==> src/verilog/mhq_pkg.sv <==
`default_nettype none

package mhq_pkg;

    // Queue geometry
    localparam int MHQ_DEPTH     = 4;
    localparam int MHQ_IDX_WIDTH = 2;

    // Widths seen by the LSU
    localparam int ADDR_WIDTH = 32;
    localparam int DATA_WIDTH = 32;
    localparam int WORD_BYTES = 4;

    // Data cache line geometry with the line address in ADDR_WIDTH-1 down to OFFSET_WIDTH
    localparam int LINE_BYTES   = 16;
    localparam int LINE_WIDTH   = 128;
    localparam int OFFSET_WIDTH = 4;

    // Memory operations issued by the LSU
    // Only the store encodings put bytes into an entry
    typedef enum logic [2:0] {
        LSU_FUNC_LB = 3'b000,
        LSU_FUNC_LH = 3'b001,
        LSU_FUNC_LW = 3'b010,
        LSU_FUNC_SB = 3'b100,
        LSU_FUNC_SH = 3'b101,
        LSU_FUNC_SW = 3'b110
    } lsu_func_t;

    // The fill controller works on the head entry only
    // BUSY holds the CCU request and DONE is the single fill cycle
    typedef enum logic [1:0] {
        FILL_IDLE = 2'b00,
        FILL_BUSY = 2'b01,
        FILL_DONE = 2'b10
    } fill_state_t;

endpackage

`default_nettype wire
==> src/verilog/mhq.sv <==
`default_nettype none

module mhq
    import mhq_pkg::*;
(
    input  logic                             clk,
    input  logic                             i_reset,

    // Lookup port from the LSU
    input  logic                             i_mhq_lookup_valid,
    input  logic                             i_mhq_lookup_dc_hit,
    input  logic [ADDR_WIDTH-1:0]            i_mhq_lookup_addr,
    input  lsu_func_t                        i_mhq_lookup_lsu_func,
    input  logic [DATA_WIDTH-1:0]            i_mhq_lookup_data,
    input  logic                             i_mhq_lookup_we,
    output logic                             o_mhq_lookup_ack,
    output logic [MHQ_IDX_WIDTH-1:0]         o_mhq_lookup_tag,
    output logic                             o_mhq_lookup_retry,

    // Line fill towards the data cache
    output logic                             o_mhq_fill_en,
    output logic [MHQ_IDX_WIDTH-1:0]         o_mhq_fill_tag,
    output logic                             o_mhq_fill_dirty,
    output logic [ADDR_WIDTH-1:0]            o_mhq_fill_addr,
    output logic [LINE_WIDTH-1:0]            o_mhq_fill_data,

    // CCU request and response
    input  logic                             i_ccu_done,
    input  logic [LINE_WIDTH-1:0]            i_ccu_data,
    output logic                             o_ccu_en,
    output logic [ADDR_WIDTH-1:0]            o_ccu_addr
);

    logic                             mhq_lu_en;
    logic                             mhq_lu_we;
    logic [OFFSET_WIDTH-1:0]          mhq_lu_offset;
    logic [DATA_WIDTH-1:0]            mhq_lu_wr_data;
    logic [WORD_BYTES-1:0]            mhq_lu_byte_select;
    logic                             mhq_lu_match;
    logic [MHQ_IDX_WIDTH-1:0]         mhq_lu_tag;
    logic [ADDR_WIDTH-1:OFFSET_WIDTH] mhq_lu_addr;
    logic [MHQ_DEPTH-1:0]             mhq_entry_valid;
    logic [ADDR_WIDTH-1:OFFSET_WIDTH] mhq_entry_addr [0:MHQ_DEPTH-1];
    logic [ADDR_WIDTH-1:OFFSET_WIDTH] mhq_head_addr;
    logic [MHQ_IDX_WIDTH-1:0]         mhq_head;
    logic [MHQ_IDX_WIDTH-1:0]         mhq_tail;
    logic                             mhq_full;
    logic                             mhq_fill_block;
    logic                             mhq_free;

    assign o_mhq_lookup_tag = mhq_lu_tag;

    mhq_lu mhq_lu_inst (
        .clk(clk), .i_reset(i_reset),
        .i_lookup_valid(i_mhq_lookup_valid), .i_lookup_dc_hit(i_mhq_lookup_dc_hit),
        .i_lookup_addr(i_mhq_lookup_addr), .i_lookup_lsu_func(i_mhq_lookup_lsu_func),
        .i_lookup_data(i_mhq_lookup_data), .i_lookup_we(i_mhq_lookup_we),
        .i_entry_valid(mhq_entry_valid), .i_entry_addr(mhq_entry_addr),
        .i_tail(mhq_tail), .i_full(mhq_full),
        .i_fill_busy_line(mhq_head_addr), .i_fill_block(mhq_fill_block),
        .i_ex_en(mhq_lu_en), .i_ex_addr(mhq_lu_addr), .i_ex_tag(mhq_lu_tag),
        .o_lu_en(mhq_lu_en), .o_lu_we(mhq_lu_we), .o_lu_offset(mhq_lu_offset),
        .o_lu_wr_data(mhq_lu_wr_data), .o_lu_byte_select(mhq_lu_byte_select),
        .o_lu_match(mhq_lu_match), .o_lu_tag(mhq_lu_tag), .o_lu_addr(mhq_lu_addr),
        .o_lu_ack(o_mhq_lookup_ack), .o_lu_retry(o_mhq_lookup_retry)
    );

    mhq_ex mhq_ex_inst (
        .clk(clk), .i_reset(i_reset),
        .i_lu_en(mhq_lu_en), .i_lu_we(mhq_lu_we), .i_lu_offset(mhq_lu_offset),
        .i_lu_wr_data(mhq_lu_wr_data), .i_lu_byte_select(mhq_lu_byte_select),
        .i_lu_match(mhq_lu_match), .i_lu_tag(mhq_lu_tag), .i_lu_addr(mhq_lu_addr),
        .i_head(mhq_head), .i_ccu_done(i_ccu_done), .i_ccu_data(i_ccu_data),
        .i_free(mhq_free),
        .o_entry_valid(mhq_entry_valid), .o_entry_addr(mhq_entry_addr),
        .o_head_addr(mhq_head_addr), .o_fill_data(o_mhq_fill_data),
        .o_fill_dirty(o_mhq_fill_dirty), .o_fill_addr(o_mhq_fill_addr)
    );

    mhq_fill_ctrl mhq_fill_ctrl_inst (
        .clk(clk), .i_reset(i_reset),
        .i_lu_en(mhq_lu_en), .i_lu_match(mhq_lu_match),
        .i_head_valid(mhq_entry_valid[mhq_head]), .i_head_addr(mhq_head_addr),
        .i_ccu_done(i_ccu_done),
        .o_head(mhq_head), .o_tail(mhq_tail), .o_full(mhq_full),
        .o_ccu_en(o_ccu_en), .o_ccu_addr(o_ccu_addr), .o_fill_block(mhq_fill_block),
        .o_free(mhq_free), .o_fill_en(o_mhq_fill_en), .o_fill_tag(o_mhq_fill_tag)
    );

endmodule

`default_nettype wire

==> src/verilog/mhq_fill_ctrl.sv <==
`default_nettype none

module mhq_fill_ctrl
    import mhq_pkg::*;
(
    input  logic                             clk,
    input  logic                             i_reset,

    // Execute stage activity
    input  logic                             i_lu_en,
    input  logic                             i_lu_match,

    // Head entry state
    input  logic                             i_head_valid,
    input  logic [ADDR_WIDTH-1:OFFSET_WIDTH] i_head_addr,

    input  logic                             i_ccu_done,

    output logic [MHQ_IDX_WIDTH-1:0]         o_head,
    output logic [MHQ_IDX_WIDTH-1:0]         o_tail,
    output logic                             o_full,
    output logic                             o_ccu_en,
    output logic [ADDR_WIDTH-1:0]            o_ccu_addr,
    output logic                             o_fill_block,
    output logic                             o_free,
    output logic                             o_fill_en,
    output logic [MHQ_IDX_WIDTH-1:0]         o_fill_tag
);

    fill_state_t              state;
    fill_state_t              state_next;
    logic [MHQ_IDX_WIDTH-1:0] head;
    logic [MHQ_IDX_WIDTH-1:0] tail;
    logic [MHQ_IDX_WIDTH:0]   count;
    logic                     alloc;
    logic                     free;

    assign alloc = i_lu_en && !i_lu_match;
    assign free  = (state == FILL_DONE);

    // With nothing pending, an allocation always lands on the head slot,
    // so the request can start right after it is written
    always_comb begin
        state_next = state;
        case (state)
            FILL_IDLE: begin
                if (i_head_valid || alloc) begin
                    state_next = FILL_BUSY;
                end
            end
            FILL_BUSY: begin
                if (i_ccu_done) begin
                    state_next = FILL_DONE;
                end
            end
            default: begin
                state_next = FILL_IDLE;
            end
        endcase
    end

    always_ff @(posedge clk) begin
        if (i_reset) begin
            state <= FILL_IDLE;
            head  <= '0;
            tail  <= '0;
            count <= '0;
        end else begin
            state <= state_next;
            if (free) begin
                head <= head + 1'b1;
            end
            if (alloc) begin
                tail <= tail + 1'b1;
            end
            count <= count + (MHQ_IDX_WIDTH+1)'(alloc) - (MHQ_IDX_WIDTH+1)'(free);
        end
    end

    assign o_head = head;

    // Slot for the next lookup, stepping past an allocation still in flight
    assign o_tail = tail + MHQ_IDX_WIDTH'(alloc);
    assign o_full = (count == MHQ_DEPTH) || (alloc && (count == MHQ_DEPTH - 1));

    assign o_ccu_en     = (state == FILL_BUSY);
    assign o_ccu_addr   = {i_head_addr, {OFFSET_WIDTH{1'b0}}};
    assign o_fill_block = free || i_ccu_done;
    assign o_free       = free;
    assign o_fill_en    = free;
    assign o_fill_tag   = head;

    // The CCU only answers a request that is being held
    assert property (@(posedge clk) disable iff (i_reset)
        i_ccu_done |-> (state == FILL_BUSY));

    assert property (@(posedge clk) disable iff (i_reset)
        count <= MHQ_DEPTH);

endmodule

`default_nettype wire

==> src/verilog/mhq_ex.sv <==
`default_nettype none

module mhq_ex
    import mhq_pkg::*;
(
    input  logic                             clk,
    input  logic                             i_reset,

    // Registered request from the lookup stage
    input  logic                             i_lu_en,
    input  logic                             i_lu_we,
    input  logic [OFFSET_WIDTH-1:0]          i_lu_offset,
    input  logic [DATA_WIDTH-1:0]            i_lu_wr_data,
    input  logic [WORD_BYTES-1:0]            i_lu_byte_select,
    input  logic                             i_lu_match,
    input  logic [MHQ_IDX_WIDTH-1:0]         i_lu_tag,
    input  logic [ADDR_WIDTH-1:OFFSET_WIDTH] i_lu_addr,

    // Head entry handling
    input  logic [MHQ_IDX_WIDTH-1:0]         i_head,
    input  logic                             i_ccu_done,
    input  logic [LINE_WIDTH-1:0]            i_ccu_data,
    input  logic                             i_free,

    output logic [MHQ_DEPTH-1:0]             o_entry_valid,
    output logic [ADDR_WIDTH-1:OFFSET_WIDTH] o_entry_addr [0:MHQ_DEPTH-1],
    output logic [ADDR_WIDTH-1:OFFSET_WIDTH] o_head_addr,
    output logic [LINE_WIDTH-1:0]            o_fill_data,
    output logic                             o_fill_dirty,
    output logic [ADDR_WIDTH-1:0]            o_fill_addr
);

    logic [MHQ_DEPTH-1:0]             entry_valid;
    logic [ADDR_WIDTH-1:OFFSET_WIDTH] entry_addr [0:MHQ_DEPTH-1];
    logic [LINE_WIDTH-1:0]            entry_data [0:MHQ_DEPTH-1];
    logic [LINE_BYTES-1:0]            entry_mask [0:MHQ_DEPTH-1];

    logic [OFFSET_WIDTH-3:0]          word_idx;
    logic [LINE_BYTES-1:0]            wr_mask;
    logic [LINE_WIDTH-1:0]            wr_line;
    logic                             wr_head;
    logic [LINE_BYTES-1:0]            head_mask;
    logic [LINE_WIDTH-1:0]            head_data;
    logic [LINE_WIDTH-1:0]            merged_line;

    // Place the word lanes of the request inside the line
    assign word_idx = i_lu_offset[OFFSET_WIDTH-1:2];
    assign wr_mask  = i_lu_we ? (LINE_BYTES'(i_lu_byte_select) << (word_idx * WORD_BYTES)) : '0;
    assign wr_line  = LINE_WIDTH'(i_lu_wr_data) << (word_idx * DATA_WIDTH);

    always_ff @(posedge clk) begin
        if (i_reset) begin
            entry_valid <= '0;
        end else begin
            if (i_free) begin
                entry_valid[i_head] <= 1'b0;
            end
            if (i_lu_en && !i_lu_match) begin
                entry_valid[i_lu_tag] <= 1'b1;
            end
        end
    end

    // A new entry starts from the request's own mask, a merge adds to it
    always_ff @(posedge clk) begin
        if (i_lu_en) begin
            if (i_lu_match) begin
                entry_mask[i_lu_tag] <= entry_mask[i_lu_tag] | wr_mask;
            end else begin
                entry_addr[i_lu_tag] <= i_lu_addr;
                entry_mask[i_lu_tag] <= wr_mask;
            end
            for (int b = 0; b < LINE_BYTES; b++) begin
                if (wr_mask[b]) begin
                    entry_data[i_lu_tag][b*8 +: 8] <= wr_line[b*8 +: 8];
                end
            end
        end
    end

    // Head line as it will look after this cycle's write, so that a store
    // landing together with the CCU data still makes it into the fill
    assign wr_head = i_lu_en && (i_lu_tag == i_head);

    always_comb begin
        head_mask = entry_mask[i_head];
        head_data = entry_data[i_head];
        if (wr_head) begin
            head_mask = (i_lu_match ? entry_mask[i_head] : '0) | wr_mask;
            for (int b = 0; b < LINE_BYTES; b++) begin
                if (wr_mask[b]) begin
                    head_data[b*8 +: 8] = wr_line[b*8 +: 8];
                end
            end
        end
    end

    // Stored bytes take priority over the line from memory
    always_comb begin
        for (int b = 0; b < LINE_BYTES; b++) begin
            merged_line[b*8 +: 8] = head_mask[b] ? head_data[b*8 +: 8] : i_ccu_data[b*8 +: 8];
        end
    end

    always_ff @(posedge clk) begin
        if (i_ccu_done) begin
            o_fill_data  <= merged_line;
            o_fill_dirty <= |head_mask;
            o_fill_addr  <= {entry_addr[i_head], {OFFSET_WIDTH{1'b0}}};
        end
    end

    assign o_entry_valid = entry_valid;
    assign o_entry_addr  = entry_addr;
    assign o_head_addr   = entry_addr[i_head];

    // The tail handed out by the lookup stage must always point at a free slot
    assert property (@(posedge clk) disable iff (i_reset)
        (i_lu_en && !i_lu_match) |-> !entry_valid[i_lu_tag]);

endmodule

`default_nettype wire

==> src/verilog/mhq_lu.sv <==
`default_nettype none

module mhq_lu
    import mhq_pkg::*;
(
    input  logic                             clk,
    input  logic                             i_reset,

    // Lookup request from the LSU
    input  logic                             i_lookup_valid,
    input  logic                             i_lookup_dc_hit,
    input  logic [ADDR_WIDTH-1:0]            i_lookup_addr,
    input  lsu_func_t                        i_lookup_lsu_func,
    input  logic [DATA_WIDTH-1:0]            i_lookup_data,
    input  logic                             i_lookup_we,

    // Entry state for the CAM and the allocation decision
    input  logic [MHQ_DEPTH-1:0]             i_entry_valid,
    input  logic [ADDR_WIDTH-1:OFFSET_WIDTH] i_entry_addr [0:MHQ_DEPTH-1],
    input  logic [MHQ_IDX_WIDTH-1:0]         i_tail,
    input  logic                             i_full,
    input  logic [ADDR_WIDTH-1:OFFSET_WIDTH] i_fill_busy_line,
    input  logic                             i_fill_block,

    // Request sitting in the execute stage this cycle
    input  logic                             i_ex_en,
    input  logic [ADDR_WIDTH-1:OFFSET_WIDTH] i_ex_addr,
    input  logic [MHQ_IDX_WIDTH-1:0]         i_ex_tag,

    output logic                             o_lu_en,
    output logic                             o_lu_we,
    output logic [OFFSET_WIDTH-1:0]          o_lu_offset,
    output logic [DATA_WIDTH-1:0]            o_lu_wr_data,
    output logic [WORD_BYTES-1:0]            o_lu_byte_select,
    output logic                             o_lu_match,
    output logic [MHQ_IDX_WIDTH-1:0]         o_lu_tag,
    output logic [ADDR_WIDTH-1:OFFSET_WIDTH] o_lu_addr,
    output logic                             o_lu_ack,
    output logic                             o_lu_retry
);

    logic [ADDR_WIDTH-1:OFFSET_WIDTH] lookup_line;
    logic [OFFSET_WIDTH-1:0]          lookup_offset;
    logic [MHQ_DEPTH-1:0]             entry_match;
    logic                             bypass_match;
    logic                             any_match;
    logic [MHQ_IDX_WIDTH-1:0]         match_tag;
    logic                             head_blocked;
    logic                             miss;
    logic                             retry;
    logic [WORD_BYTES-1:0]            byte_select;
    logic [DATA_WIDTH-1:0]            wr_data;

    assign lookup_line   = i_lookup_addr[ADDR_WIDTH-1:OFFSET_WIDTH];
    assign lookup_offset = i_lookup_addr[OFFSET_WIDTH-1:0];

    always_comb begin
        for (int i = 0; i < MHQ_DEPTH; i++) begin
            entry_match[i] = i_entry_valid[i] && (i_entry_addr[i] == lookup_line);
        end
    end

    // The entry being allocated right now is not valid yet, so it is only seen here
    assign bypass_match = i_ex_en && (i_ex_addr == lookup_line);
    assign any_match    = bypass_match || (|entry_match);

    // Without a match the request takes the slot at the tail
    always_comb begin
        match_tag = i_tail;
        for (int i = 0; i < MHQ_DEPTH; i++) begin
            if (entry_match[i]) begin
                match_tag = MHQ_IDX_WIDTH'(i);
            end
        end
        if (bypass_match) begin
            match_tag = i_ex_tag;
        end
    end

    // A line whose fill is already captured can no longer take new bytes
    assign head_blocked = i_fill_block && (lookup_line == i_fill_busy_line);
    assign miss         = i_lookup_valid && !i_lookup_dc_hit;
    assign retry        = miss && ((!any_match && i_full) || head_blocked);

    // Byte lanes within the addressed word
    always_comb begin
        case (i_lookup_lsu_func)
            LSU_FUNC_LB, LSU_FUNC_SB: byte_select = WORD_BYTES'(1) << lookup_offset[1:0];
            LSU_FUNC_LH, LSU_FUNC_SH: byte_select = WORD_BYTES'(3) << lookup_offset[1:0];
            default:                  byte_select = '1;
        endcase
    end

    // Store data arrives right aligned and is moved onto its byte lanes
    assign wr_data = i_lookup_data << {lookup_offset[1:0], 3'b000};

    always_ff @(posedge clk) begin
        if (i_reset) begin
            o_lu_en    <= 1'b0;
            o_lu_ack   <= 1'b0;
            o_lu_retry <= 1'b0;
        end else begin
            o_lu_en    <= miss && !retry;
            o_lu_ack   <= i_lookup_valid;
            o_lu_retry <= retry;
        end
    end

    always_ff @(posedge clk) begin
        o_lu_we          <= i_lookup_we;
        o_lu_offset      <= lookup_offset;
        o_lu_wr_data     <= wr_data;
        o_lu_byte_select <= byte_select;
        o_lu_match       <= any_match;
        o_lu_tag         <= match_tag;
        o_lu_addr        <= lookup_line;
    end

    // Each line lives in one entry at most, otherwise merging would split a line
    assert property (@(posedge clk) disable iff (i_reset)
        i_lookup_valid |-> $onehot0(entry_match));

endmodule

`default_nettype wire

==> config.mk <==
export PLATFORM = sky130hd
export DESIGN_NAME = mhq
export DESIGN_NICKNAME = d
export VERILOG_FILES = /design/src/verilog/mhq_pkg.sv /design/src/verilog/mhq.sv /design/src/verilog/mhq_fill_ctrl.sv /design/src/verilog/mhq_ex.sv /design/src/verilog/mhq_lu.sv
export SDC_FILE = /design/constraint.sdc
export NUM_CORES = 1
export LEC_CHECK = 0
export ABC_CLOCK_PERIOD_IN_PS = 3040
export BUFFER_PORTS_ARGS = -buffer_cell sky130_fd_sc_hd__buf_4
export CAP_MARGIN = 25
export CORE_MARGIN = 5
export CORE_UTILIZATION = 30
export CTS_CLUSTER_SIZE = 20
export DETAILED_ROUTE_END_ITERATION = 8
export GPL_TIMING_DRIVEN = 0
export MAX_ROUTING_LAYER = met4
export PLACE_DENSITY = 0.49
export SYNTH_ARGS = -nofsm -noshare
export SYNTH_HDL_FRONTEND = slang
export SYNTH_SLANG_ARGS = --single-unit
==> constraint.sdc <==
create_clock -name clk -period 3.04 [get_ports clk]
set_input_delay 0.304 -clock clk [delete_from_list [all_inputs] [get_ports clk]]
set_output_delay 0.304 -clock clk [all_outputs]
set_load 0.1 [all_outputs]
After elaboration in Yosys (flattened, before gate mapping)
Memory sizes are Yosys's and may differ from the RTL's. A register that Yosys moved wholly into a read port is not among the register bits.
Cells that the tools add are included.

cells by class
  $add $sub $neg = 5
  $mul = 0
  div/mod/pow operators = 0
  magnitude comparators = 7
  equality and inequality tests = 16
  shift operators = 5
  mux-type cells = 117
  bitwise logic cells = 9
  reduce and logical (&&, ||, !) cells = 34

operator list
  operator                                                    number
  2-to-1 mux 8 bit                                            32
  equality test 28 bit                                        6
  2-to-1 mux 128 bit                                          1
  left shift 32 x 7 -> 128 bit                                1
  bitwise mux 112 bit                                         1
  2-to-1 mux 28 bit                                           3
  2-to-1 mux 16 bit                                           4
  2-to-1 mux 1 bit                                            58
  binary-select mux 28 bit (select 2 bit)                     1
  demux 28 bit (select 2 bit)                                 1
  bitwise OR 16 bit                                           2
  left shift 32 x 5 -> 32 bit                                 1
  logical AND 1 bit                                           16
  2-to-1 mux 2 bit                                            8
  OR reduction 16 bit                                         1
  left shift 4 x 4 -> 16 bit                                  1
  2-to-1 mux 4 bit                                            3
  equality test 3 bit, second input constant                  3
  case mux 4 bit (2 select lines)                             1
  >= comparator 3 bit, second input constant                  2
  less-than comparator 2 x 3 -> 1 bit, second input constant  2
  inverter 2 -> 3 bit                                         2
  OR reduction 2 bit                                          3
  logical OR 1 bit                                            5
  other kinds (28)                                            35

word-level totals
  flip-flop bits (word level) = 357
  bits in latches = 0
  RAM bits = 576
  bits in read-only memories = 0
  input bits = 201
  output and inout bits = 201
  word-level logic and storage cells = 218
  memories kept = 2

memory list
  name                    words  width  rd ports  clocked after Yosys merged registers in  wr ports  RTL line      text
  mhq_ex_inst.entry_data  4      128    1         1                                        1         mhq_ex.sv:35  logic [LINE_WIDTH-1:0] entry_data [0:MHQ_DEPTH-1];
  mhq_ex_inst.entry_mask  4      16     2         1                                        1         mhq_ex.sv:36  logic [LINE_BYTES-1:0] entry_mask [0:MHQ_DEPTH-1];

Longest topological paths before layout
  depth after elaboration = 10
  depth in mapped cells = 11
  mapped depth without buffers = 9

Hierarchy
A second synthesis with hierarchy kept.

second synthesis, totals
  cell total of the unflattened synthesis = 2475
  area, all modules = 40144.8 µm²

by module, submodules not included
  module         instances  cells each  area an instance (µm²)  sequential area each (µm²)
  mhq_ex         1          1887        34753.3                 25454.4
  mhq_lu         1          506         4654.5                  1501.4
  mhq_fill_ctrl  1          81          714.4                   180.2
  mhq            1          1           22.5                    0.0

Worst setup path after synthesis
No wires, ideal clock.

  kind = flip-flop to flip-flop
  from = reg mhq_fill_ctrl_inst.head[1] (netlist: mhq_fill_ctrl_inst.o_fill_tag[1])
  to = reg mhq_lu_inst.o_lu_en
  library setup time = 115 ps
  arrival = 4626 ps
  data required time = 2925 ps
  path slack = -1702 ps
  stages on the path, launching flop included = 10
  buffers on the path = 2
  clock period less this slack = 4742 ps
  cells stage by stage = dfxtp_1 -> buf_2 -> buf_2 -> inv_2 -> mux2i_1 -> o221ai_1 -> nor4_2 -> nand4_1 -> or4b_1 -> and3_1

between the ends
  cells in the longest elaborated chain, start to end = 10

RTL lines
  item                                                  RTL line             text
  from (decl)                                           mhq_fill_ctrl.sv:32  logic [MHQ_IDX_WIDTH-1:0] head;
  from (signal assigned)                                mhq_fill_ctrl.sv:71  head <= head + 1'b1;
  inverter 2 -> 3 bit (implied by the code)             mhq_ex.sv:115        assign o_head_addr = entry_addr[i_head];
  binary-select mux 28 bit (select 2 bit)               mhq_ex.sv:115
  2-to-1 mux 28 bit (implied by the code) (2 in a row)  mhq_ex.sv:115
  via o_ccu_addr[5]                                     mhq.sv:31            output logic [ADDR_WIDTH-1:0] o_ccu_addr
  equality test 28 bit                                  mhq_lu.sv:81         assign head_blocked = i_fill_block && (lookup_line == i_fill_busy_line);
  logical AND 1 bit                                     mhq_lu.sv:81
  logical OR 1 bit                                      mhq_lu.sv:83         assign retry = miss && ((!any_match && i_full) || head_blocked);
  logical AND 1 bit                                     mhq_lu.sv:83
  zero test 1 bit                                       mhq_lu.sv:103        o_lu_en <= miss && !retry;
  logical AND 1 bit                                     mhq_lu.sv:103
  to (signal assigned)                                  mhq_lu.sv:103
  to (decl)                                             mhq_lu.sv:30         output logic o_lu_en,

The timed path passes the listed nets, and every way through them passes these cells. The select of a mux whose other input is x is not followed.
A chain may end at the register's enable or synchronous reset.

Worst setup path after layout
  from = reg mhq_lu_inst.o_lu_offset[3]
  to = mem mhq_ex_inst.entry_data[3][66] (enable)

between the ends
  cells in the longest elaborated chain, start to end = 5

RTL lines
  item                                    RTL line       text
  from (decl)                             mhq_lu.sv:32   output logic [OFFSET_WIDTH-1:0] o_lu_offset,
  from (signal assigned)                  mhq_lu.sv:111  o_lu_offset <= lookup_offset;
  left shift 4 x 4 -> 16 bit              mhq_ex.sv:48   assign wr_mask = i_lu_we ? (LINE_BYTES'(i_lu_byte_select) << (word_idx * WORD_BYTES)) : '0;
  2-to-1 mux 16 bit                       mhq_ex.sv:48
  2-to-1 mux 1 bit                        mhq_ex.sv:74   if (wr_mask[b]) begin
  2-to-1 mux 1 bit                        mhq_ex.sv:66   if (i_lu_en) begin
  2-to-1 mux 1 bit (implied by the code)  mhq_ex.sv:75   entry_data[i_lu_tag][b*8 +: 8] <= wr_line[b*8 +: 8];
  to (decl)                               mhq_ex.sv:35

Every way passes these cells.

==> flow_metrics.py <==
metrics = {
    "logic_synthesis": {
        "syn_area_per_cell_sq_um": 16.0,
        "synth-edff-count": 847,
        "ys_ff_latch": 933,
        "synth-xor-area-share_pct": 3.61,
        "yosysTopAreaCell": "edfxtp_1",
        "synth_compound_area_share_pct": 3.33,
        "synthMuxAreaShare_pct": 14.2,
        "synth_top_area_share_pct": 64.7,
        "synth.area.top_cells": "edfxtp_1, mux4_2, dfxtp_1",
        "ys_async_sr_fraction_pct": 0,
        "yosys_most_used_dff": "edfxtp_1",
        "synth_top_family_by_area": "multiplexers",
        "yosysUniqueCellTypes": 55,
        "synth_area_sq_um": 39300,
        "seq_area_frac_synth_pct": 69.0,
        "netlist_instances": 2457,
        "ys_warn_count": 0,
        "synthSimpleGateAreaFrac_pct": 7.29,
        "synth-adder-area-share_pct": 0.274,
    },
    "grt": {
        "grt_pass1_vias": 25200,
        "grt_usage_pct": 18.9,
        "grt_max_degree": 92,
        "grt-ovfl-total": 0,
        "antenna_found_initial": 16,
        "grt_pass1_wl_mm": 181,
    },
    "flow_run": {
        "cap_viol_max_count": 0,
    },
    "clocking": {
        "numCtsBuffers": 106,
        "cts_root_buf": "clkbuf_16",
        "cts_sinks": 933,
        "clkSlewWorstSetupHoldPaths_ns": 0.06,
        "h-tree-depth": 3,
        "cts_tree": "built",
        "clockBufferDepth": 3,
        "clkLatencyLatePin_ns": 0.75,
    },
    "timing": {
        "tns_ns": -4.82,
        "final_hold_viol_count": 0,
        "slew_viol_final": 0,
        "maxSlewHeadroom_pct": 38.1,
        "rsz0062_at_grt": "true",
        "fin_crit_ns": 3.16,
        "period_share_pct": 104,
        "finClkSkew_ns": 0.0727,
        "layout_setup_ws_ns": -0.118,
        "tightest_slew_ns": 0.928,
        "setup_viol": 64,
        "max_freq_mhz": 317,
    },
    "status": {
        "violations": "negative setup slack",
        "outcome": "finished, violations left",
    },
    "power": {
        "p_per_area_nw_per_um2": 612,
        "peakVddDrop_v": 0.000463,
        "leakagePower_nw": 17.9,
        "finalPower_mw": 31.4,
    },
    "critical_path": {
        "crit_arrival_ns": 3.54,
        "crit_start": "mhq_lu_inst.o_lu_offset[3]",
        "critPathKind": "reg -> reg",
        "reg2reg_from": "mhq_lu_inst.o_lu_offset[3]",
        "r2r-end": "mhq_ex_inst.entry_data[3][66]",
        "cp_max_fo": 10,
        "startpoint_type": "register",
        "reg2reg_depth": 5,
        "slowest_stage": "dfxtp_1",
        "worstPathCellList": "nor2b_1 -> clkbuf_2 -> clkbuf_1 -> nand3_1 -> nor2_4",
        "r2r_slack_ns": -0.12,
        "cpPeakStageDelay_ns": 0.69,
        "end_kind": "register",
        "required_ns": 3.43,
    },
    "layout": {
        "n_fill_cell": 12200,
        "mostFrequentLayoutCell": "edfxtp_1",
        "layout-drive-gt1-share_pct": 30.1,
        "layout.nets": 3410,
        "final_area_sq_um": 51300,
        "area_growth_pct": 30.5,
        "layout_common_cells": "edfxtp_1, buf_4, dlygate4sd3_1",
    },
    "place": {
        "post-dp-hpwl_mm": 90.4,
        "pre_cts_slack_ns": -1.40,
        "port_buffers": 390,
        "dpl_cell_area_sq_um": 44800,
        "gp_congestion": 0.851,
    },
    "min_path": {
        "worstHoldPathCells": 3,
        "hold_path.class": "in -> reg",
        "hold_end": "mhq_ex_inst.o_fill_data[27]",
        "hp-start": "i_ccu_data[27]",
    },
    "drt": {
        "dr.pass1.iters": 5,
        "num_vias": 24700,
        "wire_per_inst_microns": 25.8,
        "wl_mm": 130,
        "ant_nets": 0,
        "drc": 0,
        "viasPerCell": 4.90,
        "dr.first_iter.drc_count": 2049,
    },
    "floorplan": {
        "coreArea_sq_um": 130000,
        "rows": 132,
        "die_y_microns": 372,
        "fp.dieW_microns": 372,
        "die_area_sq_um": 138000,
        "start_util_pct": 30.3,
        "boundaryPins": 402,
    },
}
-- cells by family (layout without fill, tap and decap cells) --
family	count (synthesis)	in the layout
flops	933	933
compound gates	240	240
xor+xnor	162	162
simple gates	579	579
other cells	1	14
buf+inv	199	1026
fa+ha+maj	8	8
mux	335	335
-- critical path, delay by kind of cell, from the launching register on --
family / cells / cell delay [ns]
simple gates: 3 / 1.31
flops: 1 / 0.69
buf+inv: 2 / 0.79
-- layer usage --
layer | track usage (%) | vias up | part of all wire [%]
met5 | - | - | 0
met4 | 5.27 | 0 | 3.0
met3 | 3.06 | 199 | 6.2
met2 | 30.5 | 873 | 48
met1 | 24.8 | 12700 | 43
li1 | - | 10900 | -
-- synthesized netlist by cell type, types with 3 or more instances --
library cell,instances
nor4_1,21
nor3_1,4
nor2b_1,17
o221ai_1,5
nor3b_1,15
o21ai_0,16
mux2i_1,158
and3_1,34
buf_2,47
edfxtp_1,847
nand3_1,23
o211ai_1,3
buf_1,17
nand4_1,45
o21ai_1,16
clkbuf_1,86
nand2b_1,4
mux4_1,6
a211oi_1,9
dfxtp_1,86
nor2_1,237
ha_1,7
buf_4,10
nand2_1,65
a21oi_1,169
xnor2_1,114
and2_1,106
inv_1,34
xor2_1,48
o22ai_1,4
a22oi_1,3
mux4_2,171
-- flip-flops by register name, summed over array words and instances (netlist names), 3 cells and up, named ones only --
register                      cells
mhq_ex_inst.o_fill_data         128
mhq_lu_inst.o_lu_wr_data         32
mhq_fill_ctrl_inst.count          3
mhq_lu_inst.o_lu_byte_select      4
mhq_ex_inst.o_entry_addr        112
mhq_ex_inst.o_entry_valid         4
mhq_lu_inst.o_lu_addr            28
mhq_ex_inst.o_fill_addr          28
mhq_ex_inst.entry_data          512
mhq_ex_inst.entry_mask           64
-- where the power goes --
| part | switching, mW | internal, mW |
|---|---|---|
| logic | 2.65 | 1.16 |
| clock network | 5.44 | 7.59 |
| registers | 0.281 | 14.3 |
-- worst max path at each step --
| stage | end | slack, ns | cells past startpoint |
|---|---|---|---|
| after floorplan | mhq_ex_inst.o_fill_addr[12] | -0.23 | 5 |
| after global placement | mhq_ex_inst.o_fill_dirty | -1.71 | 10 |
| after detailed placement | mhq_ex_inst.o_fill_dirty | -1.40 | 10 |
| after CTS | mhq_lu_inst.o_lu_en | -0.0003 | 9 |
| after global routing | mhq_ex_inst.entry_data[3][69] | -0.14 | 5 |
| final | mhq_ex_inst.entry_data[3][66] | -0.12 | 5 |
-- final cells by class --
type,count,area [sq um],area share [%]
Multi-Input combinational cell,1332,12000,23.4
Inverter,35,154,0.300
Tap cell,1742,2180,4.25
Timing Repair Buffer,633,5430,10.6
Buffer,160,841,1.64
Clock buffer,150,2960,5.77
Clock inverter,48,571,1.11
Sequential cell,933,27200,52.9
Antenna cell,6,15.0,0.0292
-- repair_timing --
action                                  4_1_cts  5_1_grt
hold endpoints to repair                    200        0
cloned                                        0        0
pin swaps                                    11        7
hold buffers                                196        0
endpoints found under the setup margin      787      233
resized for setup                           191       37
setup buffers                                22       14
-- stage by stage --
stage,util [%],std cells,hold slack [ns]
floorplan,-,2464,0.332
global placement,34.3,4596,0.410
detailed placement,34.5,4607,0.410
CTS,39.3,5020,0.0118
global route,39.5,5036,0.0533
finish,39.5,5039,0.103
No activity file was read; power rests on OpenSTA's default activity.
